==> config.mk <==
export PLATFORM = sky130hd
export DESIGN_NAME = branch_predictor
export DESIGN_NICKNAME = d
export VERILOG_FILES = /design/src/verilog/bp_types_pkg.sv /design/src/verilog/bp_if_pkg.sv /design/src/verilog/kind_table.sv /design/src/verilog/local_hist_table.sv /design/src/verilog/dir_predictor.sv /design/src/verilog/global_hist.sv /design/src/verilog/target_predictor.sv /design/src/verilog/branch_predictor.sv
export VERILOG_INCLUDE_DIRS = /design/src /design/src/verilog
export SDC_FILE = /design/constraint.sdc
export NUM_CORES = 2
export LEC_CHECK = 0
export BUFFER_PORTS_ARGS = -buffer_cell sky130_fd_sc_hd__clkbuf_2
export CAP_MARGIN = 20
export CORE_MARGIN = 1.5
export CORE_UTILIZATION = 40
export CTS_BUF_LIST = sky130_fd_sc_hd__clkbuf_8
export DETAILED_ROUTE_END_ITERATION = 16
export SETUP_SLACK_MARGIN = 0.02
export SYNTH_ARGS = -nofsm -noshare
export SYNTH_HDL_FRONTEND = slang
export SYNTH_SLANG_ARGS = --single-unit
export TNS_END_PERCENT = 30
==> constraint.sdc <==
create_clock -name clk -period 6.82 [get_ports clk]
set_input_delay 0.682 -clock clk [delete_from_list [all_inputs] [get_ports clk]]
set_output_delay 0.682 -clock clk [all_outputs]
set_load 0.05 [all_outputs]
==> src/verilog/bp_defines.svh <==
`ifndef BP_DEFINES_SVH
`define BP_DEFINES_SVH

// word address of the fetch pc
`define BP_ADDR_W 30

// every table has 2**BP_IDX_W entries
`define BP_IDX_W 6

`define BP_HIST_W 6

`define BP_RAS_DEPTH 8

`endif

==> src/verilog/bp_types_pkg.sv <==
`include "bp_defines.svh"

package bp_types_pkg;

    typedef logic [`BP_ADDR_W-1:0] addr_t;
    typedef logic [`BP_IDX_W-1:0] idx_t;
    // newest outcome in bit 0
    typedef logic [`BP_HIST_W-1:0] hist_t;
    typedef logic [$clog2(`BP_RAS_DEPTH)-1:0] ras_ptr_t;

    typedef enum logic [2:0] {
        kind_none     = 3'd0,
        kind_cond     = 3'd1,
        kind_jump     = 3'd2,
        kind_call     = 3'd3,
        kind_ret      = 3'd4,
        kind_indirect = 3'd5
    } kind_t;

    // xor of all index-wide slices of the address
    function automatic idx_t pc_fold(input addr_t pc);
        idx_t acc;
        acc = '0;
        for (int i = 0; i < `BP_ADDR_W / `BP_IDX_W; i++) begin
            acc = acc ^ pc[i*`BP_IDX_W +: `BP_IDX_W];
        end
        return acc;
    endfunction

    function automatic idx_t hist_fold(input addr_t pc, input hist_t hist);
        return pc_fold(pc) ^ hist;
    endfunction

endpackage

==> src/verilog/bp_if_pkg.sv <==
package bp_if_pkg;

    import bp_types_pkg::*;

    // speculative state at the time of the prediction
    typedef struct packed {
        hist_t    gh;
        hist_t    bh;
        ras_ptr_t ras_top;
        logic     use_global;
    } pred_snap_t;

    typedef struct packed {
        addr_t      npc;
        kind_t      kind;
        logic       taken;
        pred_snap_t snap;
    } pred_resp_t;

    // one resolved branch from execute
    typedef struct packed {
        addr_t      pc;
        addr_t      npc;
        kind_t      kind;
        logic       taken;
        logic       mis_dir;
        logic       mis_npc;
        pred_snap_t snap;
    } resolve_t;

endpackage

==> src/verilog/kind_table.sv <==
`timescale 1ns/1ps
`include "bp_defines.svh"

module kind_table (
    input  logic                clk,
    input  logic                rstn,
    input  bp_types_pkg::idx_t  rd_idx,
    output bp_types_pkg::kind_t kind,
    input  logic                wr_en,
    input  bp_types_pkg::idx_t  wr_idx,
    input  bp_types_pkg::kind_t wr_kind
);

    import bp_types_pkg::*;

    localparam int ENTRIES = 1 << `BP_IDX_W;

    kind_t kinds [ENTRIES];

    // lookup is combinational for the same-cycle prediction
    assign kind = kinds[rd_idx];

    always_ff @(posedge clk) begin
        if (!rstn) begin
            for (int i = 0; i < ENTRIES; i++) begin
                kinds[i] <= kind_none;
            end
        end else if (wr_en) begin
            // last resolved kind wins
            kinds[wr_idx] <= wr_kind;
        end
    end

endmodule

==> src/verilog/local_hist_table.sv <==
`timescale 1ns/1ps
`include "bp_defines.svh"

module local_hist_table (
    input  logic                clk,
    input  logic                rstn,
    input  bp_types_pkg::idx_t  rd_idx,
    output bp_types_pkg::hist_t bh,
    input  logic                wr_en,
    input  bp_types_pkg::idx_t  wr_idx,
    input  logic                wr_taken
);

    import bp_types_pkg::*;

    localparam int ENTRIES = 1 << `BP_IDX_W;

    hist_t hists [ENTRIES];

    assign bh = hists[rd_idx];

    always_ff @(posedge clk) begin
        if (!rstn) begin
            for (int i = 0; i < ENTRIES; i++) begin
                hists[i] <= '0;
            end
        end else if (wr_en) begin
            // oldest outcome drops off the top
            hists[wr_idx] <= {hists[wr_idx][`BP_HIST_W-2:0], wr_taken};
        end
    end

endmodule

==> src/verilog/dir_predictor.sv <==
`timescale 1ns/1ps
`include "bp_defines.svh"

module dir_predictor (
    input  logic               clk,
    input  logic               rstn,
    input  bp_types_pkg::idx_t g_idx,
    input  bp_types_pkg::idx_t l_idx,
    output logic               taken,
    output logic               use_global,
    input  logic               upd_en,
    input  bp_types_pkg::idx_t upd_g_idx,
    input  bp_types_pkg::idx_t upd_l_idx,
    input  logic               upd_taken,
    input  logic               upd_global_right,
    input  logic               upd_local_right
);

    import bp_types_pkg::*;

    localparam int ENTRIES = 1 << `BP_IDX_W;

    logic [1:0] g_ctr [ENTRIES];
    logic [1:0] l_ctr [ENTRIES];
    // chooser msb set selects the global component
    logic [1:0] c_ctr [ENTRIES];

    idx_t chooser_idx;

    function automatic logic [1:0] ctr_next(input logic [1:0] ctr, input logic up);
        logic [1:0] nxt;
        nxt = ctr;
        if (up && ctr != 2'd3) begin
            nxt = ctr + 2'd1;
        end else if (!up && ctr != 2'd0) begin
            nxt = ctr - 2'd1;
        end
        return nxt;
    endfunction

    // chooser shares the global index
    assign chooser_idx = g_idx;
    assign use_global = c_ctr[chooser_idx][1];
    assign taken = use_global ? g_ctr[g_idx][1] : l_ctr[l_idx][1];

    always_ff @(posedge clk) begin
        if (!rstn) begin
            for (int i = 0; i < ENTRIES; i++) begin
                g_ctr[i] <= 2'd1;
                l_ctr[i] <= 2'd1;
                c_ctr[i] <= 2'd1;
            end
        end else if (upd_en) begin
            g_ctr[upd_g_idx] <= ctr_next(g_ctr[upd_g_idx], upd_taken);
            l_ctr[upd_l_idx] <= ctr_next(l_ctr[upd_l_idx], upd_taken);
            // chooser only learns when the components disagree
            if (upd_global_right != upd_local_right) begin
                c_ctr[upd_g_idx] <= ctr_next(c_ctr[upd_g_idx], upd_global_right);
            end
        end
    end

endmodule

==> src/verilog/global_hist.sv <==
`timescale 1ns/1ps
`include "bp_defines.svh"

module global_hist (
    input  logic                clk,
    input  logic                rstn,
    input  logic                shift_en,
    input  logic                shift_taken,
    input  logic                repair_en,
    input  bp_types_pkg::hist_t repair_gh,
    output bp_types_pkg::hist_t gh
);

    import bp_types_pkg::*;

    hist_t gh_next;

    // a repair overrides any speculative shift in the same cycle
    always_comb begin
        gh_next = gh;
        if (repair_en) begin
            gh_next = repair_gh;
        end else if (shift_en) begin
            gh_next = {gh[`BP_HIST_W-2:0], shift_taken};
        end
    end

    always_ff @(posedge clk) begin
        if (!rstn) begin
            gh <= '0;
        end else begin
            gh <= gh_next;
        end
    end

endmodule

==> src/verilog/target_predictor.sv <==
`timescale 1ns/1ps
`include "bp_defines.svh"

module target_predictor (
    input  logic                   clk,
    input  logic                   rstn,
    input  bp_types_pkg::addr_t    pc,
    input  bp_types_pkg::kind_t    kind,
    input  logic                   fire,
    output bp_types_pkg::addr_t    npc,
    output bp_types_pkg::ras_ptr_t ras_top,
    input  logic                   btb_wr_en,
    input  bp_types_pkg::idx_t     btb_wr_idx,
    input  bp_types_pkg::addr_t    btb_wr_target,
    input  logic                   repair_en,
    input  bp_types_pkg::ras_ptr_t repair_top,
    input  bp_types_pkg::kind_t    repair_kind,
    input  bp_types_pkg::addr_t    repair_pc
);

    import bp_types_pkg::*;

    localparam int ENTRIES = 1 << `BP_IDX_W;

    addr_t btb [ENTRIES];
    // circular, the oldest return is overwritten on overflow
    addr_t ras [`BP_RAS_DEPTH];

    ras_ptr_t ptr;
    ras_ptr_t ptr_next;
    logic     ras_wr_en;
    ras_ptr_t ras_wr_idx;
    addr_t    ras_wr_data;

    assign ras_top = ptr;

    always_comb begin
        case (kind)
            kind_ret:                                   npc = ras[ptr];
            kind_cond, kind_jump, kind_call, kind_indirect: npc = btb[pc_fold(pc)];
            default:                                    npc = pc + addr_t'(1);
        endcase
    end

    // repair replays the resolved call or ret on the snapshot pointer
    always_comb begin
        ptr_next = ptr;
        ras_wr_en = 1'b0;
        ras_wr_idx = repair_top + ras_ptr_t'(1);
        ras_wr_data = repair_pc + addr_t'(1);
        if (repair_en) begin
            ptr_next = repair_top;
            if (repair_kind == kind_call) begin
                ptr_next = repair_top + ras_ptr_t'(1);
                ras_wr_en = 1'b1;
            end else if (repair_kind == kind_ret) begin
                ptr_next = repair_top - ras_ptr_t'(1);
            end
        end else if (fire && kind == kind_call) begin
            ptr_next = ptr + ras_ptr_t'(1);
            ras_wr_en = 1'b1;
            ras_wr_idx = ptr + ras_ptr_t'(1);
            ras_wr_data = pc + addr_t'(1);
        end else if (fire && kind == kind_ret) begin
            ptr_next = ptr - ras_ptr_t'(1);
        end
    end

    always_ff @(posedge clk) begin
        if (!rstn) begin
            ptr <= '0;
        end else begin
            ptr <= ptr_next;
        end
    end

    always_ff @(posedge clk) begin
        if (ras_wr_en) begin
            ras[ras_wr_idx] <= ras_wr_data;
        end
        if (btb_wr_en) begin
            btb[btb_wr_idx] <= btb_wr_target;
        end
    end

endmodule

==> src/verilog/branch_predictor.sv <==
`timescale 1ns/1ps
`include "bp_defines.svh"

module branch_predictor (
    input  logic                   clk,
    input  logic                   rstn,
    input  logic                   req_valid,
    input  bp_types_pkg::addr_t    req_pc,
    output logic                   req_ready,
    output logic                   resp_valid,
    output bp_if_pkg::pred_resp_t  resp,
    input  logic                   resp_ready,
    input  logic                   res_valid,
    input  bp_if_pkg::resolve_t    res
);

    import bp_types_pkg::*;
    import bp_if_pkg::*;

    logic     fire;
    kind_t    kind;
    kind_t    tgt_kind;
    hist_t    gh;
    hist_t    bh;
    logic     dir_taken;
    logic     use_global;
    logic     taken;
    addr_t    npc;
    ras_ptr_t ras_top;
    idx_t     pc_idx;
    idx_t     res_idx;
    idx_t     g_idx;
    idx_t     l_idx;
    idx_t     upd_g_idx;
    idx_t     upd_l_idx;
    logic     res_branch;
    logic     global_right;
    hist_t    repair_gh;

    assign req_ready = resp_ready;
    assign resp_valid = req_valid;
    assign fire = req_valid && resp_ready;

    assign pc_idx = pc_fold(req_pc);
    assign g_idx = hist_fold(req_pc, gh);
    assign l_idx = hist_fold(req_pc, bh);

    assign res_idx = pc_fold(res.pc);
    assign upd_g_idx = hist_fold(res.pc, res.snap.gh);
    assign upd_l_idx = hist_fold(res.pc, res.snap.bh);
    assign res_branch = res_valid && (res.kind != kind_none);

    always_comb begin
        case (kind)
            kind_none: taken = 1'b0;
            kind_cond: taken = dir_taken;
            default:   taken = 1'b1;
        endcase
    end

    // a not-taken branch falls through to pc+1 without touching the ras
    assign tgt_kind = taken ? kind : kind_none;

    always_comb begin
        resp.npc = npc;
        resp.kind = kind;
        resp.taken = taken;
        resp.snap.gh = gh;
        resp.snap.bh = bh;
        resp.snap.ras_top = ras_top;
        resp.snap.use_global = use_global;
    end

    // the unused component is taken to have predicted the opposite
    assign global_right = res.snap.use_global ? !res.mis_dir : res.mis_dir;
    assign repair_gh = {res.snap.gh[`BP_HIST_W-2:0], res.taken};

    kind_table kind_table_i (
        .clk     (clk),
        .rstn    (rstn),
        .rd_idx  (pc_idx),
        .kind    (kind),
        .wr_en   (res_valid),
        .wr_idx  (res_idx),
        .wr_kind (res.kind)
    );

    local_hist_table local_hist_table_i (
        .clk      (clk),
        .rstn     (rstn),
        .rd_idx   (pc_idx),
        .bh       (bh),
        .wr_en    (res_branch),
        .wr_idx   (res_idx),
        .wr_taken (res.taken)
    );

    dir_predictor dir_predictor_i (
        .clk              (clk),
        .rstn             (rstn),
        .g_idx            (g_idx),
        .l_idx            (l_idx),
        .taken            (dir_taken),
        .use_global       (use_global),
        .upd_en           (res_branch),
        .upd_g_idx        (upd_g_idx),
        .upd_l_idx        (upd_l_idx),
        .upd_taken        (res.taken),
        .upd_global_right (global_right),
        .upd_local_right  (!global_right)
    );

    global_hist global_hist_i (
        .clk         (clk),
        .rstn        (rstn),
        .shift_en    (fire && kind != kind_none),
        .shift_taken (taken),
        .repair_en   (res_valid && res.mis_dir),
        .repair_gh   (repair_gh),
        .gh          (gh)
    );

    // returns are never stored in the btb
    target_predictor target_predictor_i (
        .clk           (clk),
        .rstn          (rstn),
        .pc            (req_pc),
        .kind          (tgt_kind),
        .fire          (fire),
        .npc           (npc),
        .ras_top       (ras_top),
        .btb_wr_en     (res_branch && res.taken && res.kind != kind_ret),
        .btb_wr_idx    (res_idx),
        .btb_wr_target (res.npc),
        .repair_en     (res_valid && (res.mis_npc || res.mis_dir)),
        .repair_top    (res.snap.ras_top),
        .repair_kind   (res.kind),
        .repair_pc     (res.pc)
    );

endmodule

==> results.cfg <==
[run_status]
status = completed

[synthesis]
ys_warn_count = 0
syn_area_per_cell_um2 = 15.2
ys_top_cells_by_count = edfxtp_1, nand2_1, nor2_1
synthFlopType = edfxtp_1
ys_seq_area_share_pct = 69.6
syn_nets = 9009
syn_inst = 8880
yosysMostFrequentCell = edfxtp_1
synth_top_area_share_pct = 69.4
synth_area_leaders = edfxtp_1, mux4_2, nand2_1
async_reset_ff_share_pct = 0
synth_area_leader_cell = edfxtp_1
ys_ff_latch = 3132
ys_types = 76
synth_edf_count = 3120
synth_area_um2 = 135000

[drt]
drt-initial-drc-count = 12000
wire_per_inst_um = 29.7
drt.antenna.violating_nets = 0
first_pass_iters = 6
route.vias.total = 86900
finalWirelength_um = 433000
drc = 0
via_per_inst = 5.98

[placed_design]
io_buffers = 168
place_ws_ps = -409
gp_congestion = 1.05
dp_hpwl_um = 271000
placedCellCount = 13600

[clock_tree]
cts-root-buf = clkbuf_8
cts_tree = yes
clkLatencyLatePin_ps = 1220
cts_made_buffers = 525
clk_pin_slew_ps = 60
clk_path_buf_depth = 4
clock_sinks = 3132
htree_levels = 6

[worst_setup_path]
worstSetupStartpointType = input port
timing.rr.start = global_hist_i.gh[0]
crit_start = req_pc[6]
worstPathMaxFanout = 8
critPathKind = input port to output pin
arrival_ps = 6120
worst_setup_path_end_kind = output pin
worstPathRequired_ps = 6140

[floorplan]
die_h_um = 584
coreArea_um2 = 336000
rows = 213
dieArea_um2 = 341000
io_pins = 169
start_util_pct = 40.2
die_x_um = 584

[global_route]
grt_pass1_vias = 85200
antenna_found_initial = 30
track_usage_pct = 24.9
grt_pass1_wl_um = 613000
grt_max_degree = 118
grt_overflow = 0

[timing]
fin_crit_ps = 6800
postLayoutSetupSlackWorst_ps = 21.4
setup_viol = 0
fmax_mhz = 147
max_slew_margin_pct = 21.8
hold_violations = 0
min_period_over_period_pct = 99.7
drv_slew = 0
worst_pin_slew_ps = 1160
finClkSkew_ps = 58.8
final.setup.tns_ps = 0
rsz0062_at_grt = true

[power]
power.leakage_nw = 52.6
pwr-share-comb_pct = 34.7
peakVddDrop_mv = 0.447
power_density_nw_per_um2 = 365
p_switching_w = 0.0205
sw_frac_of_total_pct = 35.9
seqPwrFrac_pct = 38.3
power.share.clock_pct = 27.0
cellInternalPower_w = 0.0366

[layout]
final_cells = 14500
drive_gt1_share_pct = 23.7
final_util_pct = 46.5
fin_nets = 9755
nFillCells = 28800
multi_input_comb_area_um2 = 39400
seq_area_um2 = 93900
area_growth_pct = 15.8

[min_path]
worstHoldStart = resp_ready
hold_path.class = input port to flip-flop

[job]
drv_cap = 0
## final timing paths
kind,end,slack [ps],cells past startpoint
max,resp[46],20,24
min,global_hist_i.gh[0],80,4
max reg2reg,global_hist_i.gh[0],2530,12
min reg2reg,global_hist_i.gh[2],650,2
## power by group through the flow
stage / sequential [W] / combinational, W / clock, W
after CTS: 0.0219 / 0.0193 / 0.0156
final: 0.0219 / 0.0198 / 0.0154
after floorplan: 0.0221 / 0.0102 / 0
after global placement: 0.0223 / 0.0187 / 0
after detailed placement: 0.0223 / 0.0188 / 0
after global routing: 0.0219 / 0.0205 / 0.0164
## critical path: stages
cell	delay [ps]
buf_6	70
xnor3_4	620
buf_6	180
buf_4	140
xnor2_4	150
buf_12	150
buf_12	140
buf_6	130
nand2_1	70
nand3_1	80
a32oi_1	220
nand4_1	200
o22a_2	370
xnor2_2	220
buf_12	150
mux4_2	490
mux2_4	280
a211o_1	340
or4_4	530
nand4_4	120
buf_12	180
buf_8	130
a221o_1	270
buf_12	170
## layout make-up
type | instances | area share (%)
diodes | 13 | 0.0208
clock buffers | 537 | 4.73
clock inverters | 375 | 1.30
inverters | 21 | 0.0504
multi-input cells | 5090 | 25.2
flip-flops and latches | 3132 | 60.1
well taps | 4515 | 3.62
repair buffers | 856 | 4.97
## metal layers
metal	wire (um)	GRT usage [%]	up-vias	share of wire [%]
li1	-	-	35800	-
met1	168000	34.2	44500	39
met2	199000	38.5	5569	46
met3	46800	5.28	990	11
met4	18900	10.2	6	4.4
met5	43	0	-	0.0099
## layout by cell type, fill, tap and decap left out, types with 166 or more instances in the layout
cell / count
edfxtp_1: 3120
nand2_1: 1570
nor2_1: 936
mux4_2: 699
buf_4: 567
clkbuf_8: 541
nand3_1: 394
and3_1: 217
a21oi_1: 174
inv_1: 166
## repair_timing
| item | CTS | global route |
|---|---|---|
| setup buffers | 13 | 30 |
| hold buffers | 7 | 0 |
| pin swaps | 12 | 21 |
| cloned | 3 | 2 |
| hold endpoints to repair | 12 | 0 |
| endpoints found under the setup margin | 30 | 31 |
| gates resized for setup | 43 | 25 |
## state kept, by name, summed over array words and instances, names as in the netlist, named ones only
| register | cells |
|---|---|
| dir_predictor_i.c_ctr | 128 |
| dir_predictor_i.g_ctr | 128 |
| dir_predictor_i.l_ctr | 128 |
| global_hist_i.gh | 6 |
| kind_table_i.kinds | 192 |
| local_hist_table_i.hists | 384 |
| target_predictor_i.btb | 1920 |
| target_predictor_i.ras | 240 |
| target_predictor_i.ras_top | 3 |
## cells by family (layout without fill, tap and decap cells)
| group | Yosys count | after routing | synth area share, % |
|---|---|---|---|
| AND/OR/NAND/NOR | 3297 | 3297 | 10.1 |
| flip-flops | 3132 | 3132 | 69.6 |
| multiplexers | 862 | 862 | 12.9 |
| AO/OA/AOI/OAI | 773 | 773 | 4.05 |
| buffers and inverters | 658 | 1789 | 2.07 |
| XOR/XNOR | 146 | 146 | 1.11 |
| adder cells (fa/ha/maj) | 12 | 12 | 0.111 |
| other | 0 | 13 | 0 |
## per-stage QoR
stage / total power, W / hold slack [ps] / cell area [um^2]
5_1_grt: 0.0588 / 55.5 / 156000
3_3_place_gp: 0.0409 / 612 / 146000
4_1_cts: 0.0568 / 4.09 / 156000
6_report: 0.0571 / 78.2 / 156000
2_1_floorplan: 0.0324 / 781 / 135000
3_5_place_dp: 0.0410 / 633 / 146000
(Power assumes the default switching activity.)
